File: src/logic/frontend_pkg.sv
package frontend_pkg;

    // Machine and fetch sizes
    localparam int SS        = 2;
    localparam int XLEN      = 32;
    localparam int LINE_W    = SS * XLEN;
    localparam int IQ_DEPTH  = 8;
    localparam int IQ_PTR_W  = $clog2(IQ_DEPTH);
    localparam int REG_IDX_W = 5;

    localparam logic [XLEN-1:0] RESET_PC = 32'h0000_0000;

    // RV32I major opcodes
    localparam logic [6:0] OP     = 7'b0110011;
    localparam logic [6:0] OP_IMM = 7'b0010011;
    localparam logic [6:0] LOAD   = 7'b0000011;
    localparam logic [6:0] STORE  = 7'b0100011;
    localparam logic [6:0] BRANCH = 7'b1100011;
    localparam logic [6:0] LUI    = 7'b0110111;
    localparam logic [6:0] AUIPC  = 7'b0010111;
    localparam logic [6:0] JAL    = 7'b1101111;
    localparam logic [6:0] JALR   = 7'b1100111;

    // Instruction formats with the MSB first
    typedef struct packed {
        logic [6:0]           funct7;
        logic [REG_IDX_W-1:0] rs2;
        logic [REG_IDX_W-1:0] rs1;
        logic [2:0]           funct3;
        logic [REG_IDX_W-1:0] rd;
        logic [6:0]           opcode;
    } r_fmt_t;

    typedef struct packed {
        logic [11:0]          imm;
        logic [REG_IDX_W-1:0] rs1;
        logic [2:0]           funct3;
        logic [REG_IDX_W-1:0] rd;
        logic [6:0]           opcode;
    } i_fmt_t;

    typedef struct packed {
        logic [6:0]           imm_11_5;
        logic [REG_IDX_W-1:0] rs2;
        logic [REG_IDX_W-1:0] rs1;
        logic [2:0]           funct3;
        logic [4:0]           imm_4_0;
        logic [6:0]           opcode;
    } s_fmt_t;

    typedef struct packed {
        logic                 imm_12;
        logic [5:0]           imm_10_5;
        logic [REG_IDX_W-1:0] rs2;
        logic [REG_IDX_W-1:0] rs1;
        logic [2:0]           funct3;
        logic [3:0]           imm_4_1;
        logic                 imm_11;
        logic [6:0]           opcode;
    } b_fmt_t;

    typedef struct packed {
        logic [19:0]          imm_31_12;
        logic [REG_IDX_W-1:0] rd;
        logic [6:0]           opcode;
    } u_fmt_t;

    typedef struct packed {
        logic                 imm_20;
        logic [9:0]           imm_10_1;
        logic                 imm_11;
        logic [7:0]           imm_19_12;
        logic [REG_IDX_W-1:0] rd;
        logic [6:0]           opcode;
    } j_fmt_t;

    // One instruction word seen in every format
    typedef union packed {
        r_fmt_t r;
        i_fmt_t i;
        s_fmt_t s;
        b_fmt_t b;
        u_fmt_t u;
        j_fmt_t j;
    } rv_inst_u;

    typedef enum logic [3:0] {
        alu_reg, alu_imm, load, store, branch,
        lui, auipc, jal, jalr, illegal
    } op_class_e;

    typedef struct packed {
        logic [XLEN-1:0]      pc;
        logic [XLEN-1:0]      raw;
        op_class_e            op_class;
        logic [REG_IDX_W-1:0] rd;
        logic [REG_IDX_W-1:0] rs1;
        logic [REG_IDX_W-1:0] rs2;
        logic [2:0]           funct3;
        logic                 funct7_b5;
        logic [XLEN-1:0]      imm;
    } decoded_inst_t;

    typedef struct packed {
        logic              valid;
        logic [XLEN-1:0]   pc;
        logic [LINE_W-1:0] data;
    } fetch_line_t;

    // Wishbone classic read request from the master side
    typedef struct packed {
        logic            cyc;
        logic            stb;
        logic [XLEN-1:0] adr;
    } wb_req_t;

endpackage : frontend_pkg

File: src/logic/fetch_unit.sv
module fetch_unit
import frontend_pkg::*;
(
    input  logic              clk,
    input  logic              rst_n,

    // Queue has room for a whole line
    input  logic              can_accept,

    // Wishbone classic read port
    input  logic [LINE_W-1:0] wb_dat_r,
    input  logic              wb_ack,
    output wb_req_t           wb_req,

    output fetch_line_t       line
);

logic [XLEN-1:0] pc;
logic            busy;
logic            done;

// Request completes on the ack cycle
assign done = busy && wb_ack;

always_ff @(posedge clk) begin
    if (!rst_n) begin
        pc   <= RESET_PC;
        busy <= 1'b0;
    end else if (done) begin
        pc   <= pc + XLEN'(4 * SS);
        busy <= 1'b0;
    end else if (!busy && can_accept) begin
        busy <= 1'b1;
    end
end

// cyc and stb stay up from request to ack and adr is the line base
always_comb begin
    wb_req.cyc = busy;
    wb_req.stb = busy;
    wb_req.adr = pc;
end

// Line is only valid in the ack cycle; the queue writes it then
always_comb begin
    line.valid = done;
    line.pc    = pc;
    line.data  = wb_dat_r;
end

// Bus cycle ends in the cycle after the ack
a_cyc_drop: assert property (@(posedge clk) disable iff (!rst_n)
    (wb_req.cyc && wb_ack) |=> (!wb_req.cyc && !wb_req.stb))
    else $error("cyc or stb still high in the cycle after ack");

// Pending request keeps its address until the slave answers
a_adr_held: assert property (@(posedge clk) disable iff (!rst_n)
    (wb_req.stb && !wb_ack) |=> (wb_req.stb && $stable(wb_req.adr)))
    else $error("request dropped or adr changed before ack");

endmodule : fetch_unit

File: src/logic/inst_decoder.sv
module inst_decoder
import frontend_pkg::*;
(
    input  rv_inst_u        word,
    input  logic [XLEN-1:0] pc,
    output decoded_inst_t   decoded
);

op_class_e       cls;
logic [XLEN-1:0] imm;
logic            has_rd;
logic            has_rs1;
logic            has_rs2;
logic            has_funct;

// Opcode to class
always_comb begin
    case (word.r.opcode)
        OP:      cls = alu_reg;
        OP_IMM:  cls = alu_imm;
        LOAD:    cls = load;
        STORE:   cls = store;
        BRANCH:  cls = branch;
        LUI:     cls = lui;
        AUIPC:   cls = auipc;
        JAL:     cls = jal;
        JALR:    cls = jalr;
        default: cls = illegal;
    endcase
end

// Immediate from the format that matches the class
always_comb begin
    case (cls)
        alu_imm, load, jalr: begin
            imm = {{20{word.i.imm[11]}}, word.i.imm};
        end
        store: begin
            imm = {{20{word.s.imm_11_5[6]}}, word.s.imm_11_5, word.s.imm_4_0};
        end
        branch: begin
            imm = {{19{word.b.imm_12}}, word.b.imm_12, word.b.imm_11,
                   word.b.imm_10_5, word.b.imm_4_1, 1'b0};
        end
        lui, auipc: begin
            imm = {word.u.imm_31_12, 12'b0};
        end
        jal: begin
            imm = {{11{word.j.imm_20}}, word.j.imm_20, word.j.imm_19_12,
                   word.j.imm_11, word.j.imm_10_1, 1'b0};
        end
        // Register ops carry no immediate and illegal words none either
        default: begin
            imm = '0;
        end
    endcase
end

// Which fields the format actually carries
always_comb begin
    has_rd    = !(cls inside {store, branch, illegal});
    has_rs1   = !(cls inside {lui, auipc, jal, illegal});
    has_rs2   = cls inside {alu_reg, store, branch};
    has_funct = cls inside {alu_reg, alu_imm, load, store, branch, jalr};
end

always_comb begin
    decoded.pc        = pc;
    decoded.raw       = word;
    decoded.op_class  = cls;
    decoded.rd        = has_rd  ? word.r.rd  : '0;
    decoded.rs1       = has_rs1 ? word.r.rs1 : '0;
    decoded.rs2       = has_rs2 ? word.r.rs2 : '0;
    decoded.funct3    = has_funct ? word.r.funct3 : 3'b000;
    // Bit 30 selects sub/sra and srai
    decoded.funct7_b5 = has_funct ? word.r.funct7[5] : 1'b0;
    decoded.imm       = imm;
end

endmodule : inst_decoder

File: src/logic/inst_queue.sv
module inst_queue
import frontend_pkg::*;
(
    input  logic          clk,
    input  logic          rst_n,

    // Whole decoded line written in one cycle
    input  logic          push,
    input  decoded_inst_t push_entries [SS],
    output logic          can_accept,

    // In-order output with valid/ready
    output decoded_inst_t out_inst,
    output logic          out_valid,
    input  logic          out_ready
);

decoded_inst_t       mem [IQ_DEPTH];
logic [IQ_PTR_W-1:0] head;
logic [IQ_PTR_W-1:0] tail;
logic [IQ_PTR_W:0]   count;
logic [IQ_PTR_W:0]   free_slots;
logic [IQ_PTR_W:0]   push_amt;
logic                pop;

assign pop        = out_valid && out_ready;
assign push_amt   = push ? (IQ_PTR_W+1)'(SS) : '0;
assign free_slots = (IQ_PTR_W+1)'(IQ_DEPTH) - count;

// Room for one more full line
assign can_accept = free_slots >= (IQ_PTR_W+1)'(SS);

assign out_valid = count != '0;
assign out_inst  = mem[head];

// Entry storage
// Depth is a power of two, so pointers wrap on their own
always_ff @(posedge clk) begin
    if (push) begin
        for (int k = 0; k < SS; k++) begin
            mem[tail + IQ_PTR_W'(k)] <= push_entries[k];
        end
    end
end

// Pointers and occupancy
always_ff @(posedge clk) begin
    if (!rst_n) begin
        head  <= '0;
        tail  <= '0;
        count <= '0;
    end else begin
        if (push) begin
            tail <= tail + IQ_PTR_W'(SS);
        end
        if (pop) begin
            head <= head + 1'b1;
        end
        count <= count + push_amt - {{IQ_PTR_W{1'b0}}, pop};
    end
end

// Fetch only requests with room, and pops in flight only add room
a_push_fits: assert property (@(posedge clk) disable iff (!rst_n)
    push |-> can_accept)
    else $error("line pushed with fewer than SS free slots");

endmodule : inst_queue

File: src/logic/frontend_top.sv
module frontend_top
import frontend_pkg::*;
(
    input  logic              clk,
    input  logic              rst_n,

    output wb_req_t           wb_req,
    input  logic [LINE_W-1:0] wb_dat_r,
    input  logic              wb_ack,

    output decoded_inst_t     out_inst,
    output logic              out_valid,
    input  logic              out_ready
);

fetch_line_t   line;
logic          can_accept;
decoded_inst_t dec_entries [SS];

fetch_unit i_fetch_unit (
    .clk        (clk),
    .rst_n      (rst_n),
    .can_accept (can_accept),
    .wb_dat_r   (wb_dat_r),
    .wb_ack     (wb_ack),
    .wb_req     (wb_req),
    .line       (line)
);

// One decoder per word of the line with word k at base + 4k
for (genvar k = 0; k < SS; k++) begin : g_decode
    inst_decoder i_inst_decoder (
        .word    (line.data[k*XLEN +: XLEN]),
        .pc      (line.pc + XLEN'(4 * k)),
        .decoded (dec_entries[k])
    );
end

inst_queue i_inst_queue (
    .clk          (clk),
    .rst_n        (rst_n),
    .push         (line.valid),
    .push_entries (dec_entries),
    .can_accept   (can_accept),
    .out_inst     (out_inst),
    .out_valid    (out_valid),
    .out_ready    (out_ready)
);

endmodule : frontend_top

File: config.mk
export PLATFORM = sky130hd
export DESIGN_NAME = frontend_top
export DESIGN_NICKNAME = d
export VERILOG_FILES = /design/src/logic/frontend_pkg.sv /design/src/logic/fetch_unit.sv /design/src/logic/inst_decoder.sv /design/src/logic/inst_queue.sv /design/src/logic/frontend_top.sv
export SDC_FILE = /design/constraint.sdc
export NUM_CORES = 1
export LEC_CHECK = 0
export ABC_AREA = 1
export BUFFER_PORTS_ARGS = -buffer_cell sky130_fd_sc_hd__buf_2
export CORE_AREA = 10 10 326 328
export CTS_CLUSTER_SIZE = 30
export DETAILED_ROUTE_END_ITERATION = 8
export DIE_AREA = 0 0 336 338
export SLEW_MARGIN = 20
export SYNTH_ARGS = -nofsm -noshare
export SYNTH_HDL_FRONTEND = slang
export SYNTH_SLANG_ARGS = --single-unit
File: constraint.sdc
create_clock -name clk -period 27.2 [get_ports clk]
set_input_delay 0 -clock clk [delete_from_list [all_inputs] [get_ports clk]]
set_output_delay 0 -clock clk [all_outputs]
set_load 0.01 [all_outputs]
==> summary.md, run 1 <==
| Metric | Value |
|---|---|
| Slowest CP cell | `buf_4` |
| Worst EP arrival | `~4300 ps` |
| Antenna violations before repair | `2` |
| Chip width | `between 300 and 400 microns` |
| Site row count | `116` |
| Layout fillers | `9399` |
| Vias in the first global route | `~22000` |
| Via density | `5.11` |
| Fin crit share | `around 16%` |
| Worst-margin pin slew | `1180 ps` |
| H-tree depth | `3` |
| Final slew viol count | `0` |
| Worst Hold End | `i_inst_queue.mem[4][73]$_DFFE_PP_` |
| Dpl ws | `23040 ps` |
| Num Clock Sinks | `between 800 and 900` |
| Number of synthesized register bits | `854` |
| Crit path required time | `roughly 27000 ps` |
| Number of synthesized flops with an enable pin | `812` |
| Share of post-route cells with drive strength above 1 | `12.6%` |
| Initial core utilization | `a little over a third` |
| Post-synth cell types | `37` |
| Area growth syn-to-layout | `16.1%` |
| Skew final | `a little under 40 ps` |
| Synth area leader | `edfxtp_1` |
| DPL Wire Length | `55800 microns` |
| RR Startpoint | `i_fetch_unit.busy$_SDFFE_PP0P_` |
| Slew HR | `21.4%` |
| Leak pwr | `13.7 nW` |
| Final #Nets | `about 3200` |
| Final Hold Fails | `0` |
| Largest net degree at the start of global routing | `a little under 200` |
| I/O pin count | `222` |
| CP Max Fanout | `106` |
| Hold Crit Depth | `2` |
| Final setup margin | `22920 ps` |
| Core Area | `99600 sq um` |
| Gp weighted congestion | `approximately 0.83` |
| Clk buf depth | `3` |
| FFs w/ async S/R, synth | `0%` |
| Leading register cell type out of synthesis | `edfxtp_1` |
| DR iter-0 viols | `1897` |
| DRT Pass-1 Iters | `5` |
| Clock slew at reported path FFs | `60 ps` |
| R2R cell count | `4` |
| CP delay by family, top | `buffers and inverters` |
| CP cell instances | `inv_6 -> buf_4 -> buf_4 -> o21ai_0 -> o22ai_1 -> nand2_1 -> nand2_1 -> buf_2` |
| First-pass GRT wire length | `141000 microns` |
| Peak supply drop | `~0.000074 V` |
| CP startpoint kind | `register` |
| Max Fclk | `234 MHz` |
| Final setup TNS | `0 ps` |
| CTS root buffer | `clkbuf_16` |
| Final WL | `roughly 94000 microns` |
| RSZ-0062 raised after global routing | `false` |
| Largest stage delay, worst path | `750 ps` |
| CP Class | `reg2out` |
| Cell Area, Synth | `34600 sq um` |
| CTS Buf Count | `90` |
| Syn_area_per_cell | `12.0 sq um` |
| Clk_lat worst skew | `660 ps` |
| Largest cells by area after synthesis | `edfxtp_1 (70%), o21ai_0 (6.2%), nor2_1 (5.5%)` |
| CTS tree | `done` |
| Crit end category | `output port` |
| DRC | `0` |
| Max-Cap Viols | `0` |
| Seq/Total Area, Yosys | `72.9%` |
| Min-Delay Startpoint | `wb_dat_r[18]` |
| Outcome | `complete, no violations` |
| Gate Count Post-Synth | `2874` |
| Synth top area share | `70.5%` |
| Top cells by count, synth | `edfxtp_1 (812), nor2_1 (508), o21ai_0 (426), nand2_1 (422), o22ai_1 (203)` |
| Fin crit period | `4280 ps` |
| Worst min-delay path class | `in2reg` |
| I/O Buffers | `between 200 and 250` |
| All-Layer GR Usage | `16.2%` |
| Total die area | `114000 sq um` |
| Setup Viol. Count Final | `0` |
| Worst reg2reg setup slack | `23380 ps` |
| Worst r2r dst | `i_inst_queue.mem[0][24]$_DFFE_PP_` |
| Die Height | `338 microns` |
| Avg WL per Cell | `between 20 and 25 microns` |
| WP buf/inv | `4` |
| Most numerous cell in the Yosys netlist | `edfxtp_1` |
| Synth warnings | `0` |
| Vias | `22729` |
| GRT overflow | `0` |
| Final ANT Viol Nets | `0` |
| PwrDens | `~89 nW/um^2` |
## routing by layer
layer / vias up / global-route usage [%] / part of all wire, %
li1: 10637 / - / -
met1: 11236 / 21.7 / 43
met2: 722 / 26.6 / 48
met3: 134 / 3.07 / 6.7
met4: 0 / 4.66 / 2.4
met5: - / 0 / 0
## area by class of cell
type / count / area (sq um) / area share [%]
Inverter: 108 / 420 / 1.05
Sequential cell: 854 / 25200 / 62.8
Multi-Input combinational cell: 1717 / 8040 / 20.0
Antenna cell: 1 / 2.50 / 0.00623
Tap cell: 1298 / 1620 / 4.04
Timing Repair Buffer: 304 / 2000 / 4.97
Clock inverter: 46 / 417 / 1.04
Clock buffer: 119 / 2430 / 6.06
## report_power, final
part / total [W] / switching (W) / internal, W
logic: 0.000818 / 0.000579 / 0.000239
registers: 0.00157 / 0.0000363 / 0.00153
clock network: 0.00118 / 0.000511 / 0.000673
total: 0.00357 / 0.00113 / 0.00245
## cell usage in the layout (no fill, tap or decap), types with 11 or more instances in the layout
cell type / netlist / layout
buf_2: 40 / 216
buf_4: 43 / 14
clkbuf_1: 96 / 24
dlygate4sd3_1: 0 / 67
clkbuf_16: 0 / 92
clkinv_2: 0 / 11
edfxtp_1: 812 / 812
nor2_1: 508 / 504
o21ai_0: 426 / 426
o22ai_1: 203 / 203
ha_1: 12 / 12
o211ai_1: 18 / 18
inv_1: 103 / 102
nand3_1: 29 / 29
clkinv_1: 0 / 18
a21oi_1: 19 / 19
nand2_1: 422 / 422
nand4_1: 11 / 11
nor2_2: 12 / 12
dfxtp_1: 42 / 39
## flip-flops by register name, indices dropped and copies added, names as in the netlist, named ones only
name,count
i_inst_queue.count,4
out_inst,1
i_fetch_unit.pc,29
i_inst_queue.tail,2
i_inst_queue.mem,812
i_inst_queue.head,3
i_fetch_unit.busy,1
## kinds of logic (layout without fill, tap and decap cells)
logic type	Yosys count	in the layout	synth area share (%)
xor gates and xnor gates	13	13	0.329
adders and majority gates	13	13	0.492
buffers and inverters	307	577	4.01
AOI/OAI and AO/OA	680	680	10.8
DFF	854	854	72.9
other	1	6	0.0108
and+or+nand+nor	1006	1006	11.5
## how the worst max path moves through the flow
stage | from | endpoint | cells after the start
final | register | out_inst[31] | 8
after global routing | register | out_inst[31] | 8
after CTS | register | out_inst[31] | 8
after detailed placement | i_fetch_unit.busy$_SDFFE_PP0P_ | i_inst_queue.mem[6][4]$_DFFE_PP_ | 4
after global placement | i_fetch_unit.busy$_SDFFE_PP0P_ | i_inst_queue.mem[6][20]$_DFFE_PP_ | 4
after floorplan | i_fetch_unit.busy$_SDFFE_PP0P_ | i_inst_queue.mem[0][0]$_DFFE_PP_ | 3
## what timing repair did
action | CTS | global route
buffers inserted | 0 | 0
gates resized for setup | 0 | 0
hold buffers | 67 | 0
hold endpoints to repair | 613 | 0
## through the flow
stage / instance area (sq um) / total power (W) / hold slack (ps) / util (%) / std cells
floorplan: 34600 / 0.00211 / 98.9 / - / 2878
global placement: 36600 / 0.00242 / 235 / 36.8 / 4213
detailed placement: 36600 / 0.00243 / 240 / 36.8 / 4213
CTS: 40100 / 0.00362 / 78.7 / 40.3 / 4445
global route: 40200 / 0.00375 / 130 / 40.3 / 4446
finish: 40200 / 0.00357 / 151 / 40.3 / 4447
No activity file was read; power rests on OpenSTA's default activity.
==> inputs of run 2 (changes only) <==
--- a/config.mk
+++ b/config.mk
@@ -5,12 +5,12 @@
 export SDC_FILE = /design/constraint.sdc
 export NUM_CORES = 1
 export LEC_CHECK = 0
-export ABC_AREA = 1
+export ABC_AREA = 0
 export BUFFER_PORTS_ARGS = -buffer_cell sky130_fd_sc_hd__buf_2
-export CORE_AREA = 10 10 326 328
+export CORE_AREA = 10 10 322 324
 export CTS_CLUSTER_SIZE = 30
 export DETAILED_ROUTE_END_ITERATION = 8
-export DIE_AREA = 0 0 336 338
+export DIE_AREA = 0 0 332 334
 export SLEW_MARGIN = 20
 export SYNTH_ARGS = -nofsm -noshare
 export SYNTH_HDL_FRONTEND = slang
==> constraint.sdc (replaced) <==
create_clock -name clk -period 4.4 [get_ports clk]
set_input_delay 0 -clock clk [delete_from_list [all_inputs] [get_ports clk]]
set_output_delay 0 -clock clk [all_outputs]
set_load 0.01 [all_outputs]
==> run 2 against run 1 <==
Net effect: register-to-register slack lost 22000 ps; critical path depth down 4; setup slack got worse by 22000 ps; combinational power grew to 4.9 times the previous value; critical endpoint is now out_inst[11]; largest cell class unchanged.
==> summary.md, run 2 <==
| Metric | Value |
|---|---|
| Core Area | `about 98000 sq um` |
| Peak supply drop | `0.000321 V` |
| Worst hold slack | `approximately 160 ps` |
| Number of synthesized flops with an enable pin | `812` |
| Site row count | `between 100 and 150` |
| Final slew viol count | `0` |
| Slew HR | `23.9%` |
| Cell Int Power | `0.0161 W` |
| Skew final | `34.4 ps` |
| Final WL | `80700 microns` |
| RSZ-0062 raised after global routing | `false` |
| Worst-margin pin slew | `1140 ps` |
| Most frequent cells in the layout | `edfxtp_1 (812), buf_2 (216), mux4_2 (203)` |
| Cell Area, Synth | `~34000 sq um` |
| Most common cell after layout, fill and taps aside | `edfxtp_1` |
| Clk_lat worst skew | `660 ps` |
| Max reg flops | `812` |
| Worst min-delay path class | `in2reg` |
| PwrDens | `~540 nW/um^2` |
| Clock network power share | `between 30% and 40%` |
| Worst reg2reg setup slack | `1820 ps` |
| Most numerous cell in the Yosys netlist | `edfxtp_1` |
| Chip width | `332 microns` |
| I/O Buffers | `216` |
| Total die area | `111000 sq um` |
| Die Height | `334 microns` |
| DPL Wire Length | `between 50000 and 60000 microns` |
| Avg WL per Cell | `24.3 microns` |
| CTS Buf Count | `92` |
| Met3 wire length | `5110 microns` |
| Num Clock Sinks | `854` |
| Crit path required time | `4400 ps` |
| DRC | `0` |
| DR iter-0 viols | `approximately 1400` |
| Vias in the first global route | `18144` |
| Synth area leader | `edfxtp_1` |
| Top cells by count, synth | `edfxtp_1 (812), mux4_2 (203), mux2_2 (87), and2_1 (51), clkbuf_1 (51)` |
| Final setup TNS | `0 ps` |
| Crit end category | `output port` |
| Outcome | `complete, no violations` |
| DR top layer | `met5` |
| CTS tree | `done` |
| M1 WL | `33700 microns` |
| All-Layer GR Usage | `between 10 and 15%` |
| Sequential share of power | `roughly 45%` |
| Leak pwr | `~13 nW` |
| CP startpoint kind | `register` |
| First-pass GRT wire length | `121000 microns` |
| Setup Buffers After CTS | `0` |
| Routed wl met2 | `40500 microns` |
| DRT Pass-1 Iters | `5` |
| Setup Viol. Count Final | `0` |
| Area growth syn-to-layout | `19.0%` |
| Gp weighted congestion | `between 0.7 and 0.8` |
| Sw power | `0.00547 W` |
| CTS root buffer | `clkbuf_16` |
| CP Max Fanout | `43` |
| Largest cells by area after synthesis | `edfxtp_1 (72%), mux4_2 (14%), mux2_2 (2.9%)` |
| Syn_area_per_cell | `between 20 and 25 sq um` |
| CP Class | `reg2out` |
| Final Hold Fails | `0` |
| Initial core utilization | `34.7%` |
| Post-synth cell types | `56` |
| Clock slew at reported path FFs | `about 60 ps` |
| Biggest regs | `i_inst_queue.mem x812, i_fetch_unit.pc x29, i_inst_queue.count x4` |
| GRT overflow | `0` |
| Largest net degree at the start of global routing | `107` |
| Synth top area share | `72.1%` |
| Comb power frac | `a little under a fifth` |
| Seq/Total Area, Yosys | `74.6%` |
| Fin crit period | `3160 ps` |
| Antenna violations before repair | `5` |
| Gate Count Post-Synth | `1656` |
| Clk buf depth | `3` |
| FFs w/ async S/R, synth | `0%` |
| Max Fclk | `317 MHz` |
| Switch share | `about a quarter` |
| Share of post-route cells with drive strength above 1 | `34.5%` |
| Leading register cell type out of synthesis | `edfxtp_1` |
| Vias | `roughly 17000` |
| H-tree depth | `3` |
| Via density | `5.12` |
| Synth warnings | `0` |
| Max-Cap Viols | `0` |
| Final ANT Viol Nets | `0` |
| Final #Nets | `2030` |
| I/O pin count | `between 200 and 250` |
| Fin crit share | `between 70% and 80%` |
| Worst EP arrival | `3160 ps` |
| Number of synthesized register bits | `854` |
| Largest Register | `i_inst_queue.mem` |
-- run 2: cell types whose count changed after synthesis, sizes merged, moves of 42 or more --
cell and delta:
a21o +42, and2 +52, clkbuf -56, inv -91, mux2 +87, mux4 +203, nand2 -388, nor2 -484
o21ai -410, o22ai -203
-- run 2: final cells by class --
type                            count  area (sq um)
Clock inverter                     64           752
Timing Repair Buffer              315          2180
Inverter                           18          67.6
Fill cell                        8636         57300
Antenna cell                        5          12.5
Tap cell                         1287          1610
Sequential cell                   854         25200
Clock buffer                      104          2400
Multi-Input combinational cell    668          7990
-- run 2: cells by family (layout without fill, tap and decap cells) --
logic type / count (synthesis) / count (layout) / share of synthesized area [%]
compound gates: 130 / 130 / 2.55
xor+xnor: 17 / 17 / 0.440
fa+ha+maj: 13 / 13 / 0.503
buf+inv: 138 / 501 / 2.02
flops: 854 / 854 / 74.6
mux: 293 / 293 / 16.5
other cells: 1 / 10 / 0.0111
simple gates: 210 / 210 / 3.40
-- run 2: path summary, 6_finish.rpt --
path,start,end,cells after the start
max,out_inst[89]$_SDFF_PN0_,out_inst[11],4
min reg2reg,i_inst_queue.tail[2]$_SDFFE_PN0P_,i_inst_queue.tail[2]$_SDFFE_PN0P_,2
min,wb_dat_r[18],i_inst_queue.mem[0][73]$_DFFE_PP_,2
max reg2reg,i_fetch_unit.pc[4]$_SDFFE_PN0P_,i_fetch_unit.pc[31]$_SDFFE_PN0P_,5
-- run 2: through the flow --
step           cells  power [W]  cell area [sq um]  utilization, %  setup WS [ps]
2_1_floorplan   1660     0.0124              33800               -            912
3_3_place_gp    3075     0.0139              36400            37.3           1840
3_5_place_dp    3075     0.0139              36400            37.3           1790
4_1_cts         3310     0.0220              40200            41.2           1090
5_1_grt         3311     0.0226              40200            41.2           1010
6_report        3315     0.0216              40300            41.3           1240
-- run 2: metal layers --
layer	vias to the layer above	track usage, %
met4	6	3.49
met5	-	0
met3	102	3.34
met1	9005	18.6
met2	519	24.2
li1	7335	-
-- run 2: power by group through the flow --
| stage | Clock, W | Combinational, W | Sequential, W |
|---|---|---|---|
| 2_1_floorplan | 0 | 0.00279 | 0.00963 |
| 3_3_place_gp | 0 | 0.00405 | 0.00981 |
| 3_5_place_dp | 0 | 0.00410 | 0.00985 |
| 4_1_cts | 0.00816 | 0.00418 | 0.00967 |
| 5_1_grt | 0.00850 | 0.00437 | 0.00972 |
| 6_report | 0.00794 | 0.00401 | 0.00965 |
-- run 2: critical path, cell delays in order (launching register included) --
cell,delay [ps]
dfxtp_4,990
buf_4,430
mux4_2,540
mux2_2,320
buf_2,160
-- run 2: repair_timing --
action                                 4_1_cts  5_1_grt
hold buffers                                67        0
gates resized for setup                      0        0
endpoints found under the hold margin      688        0
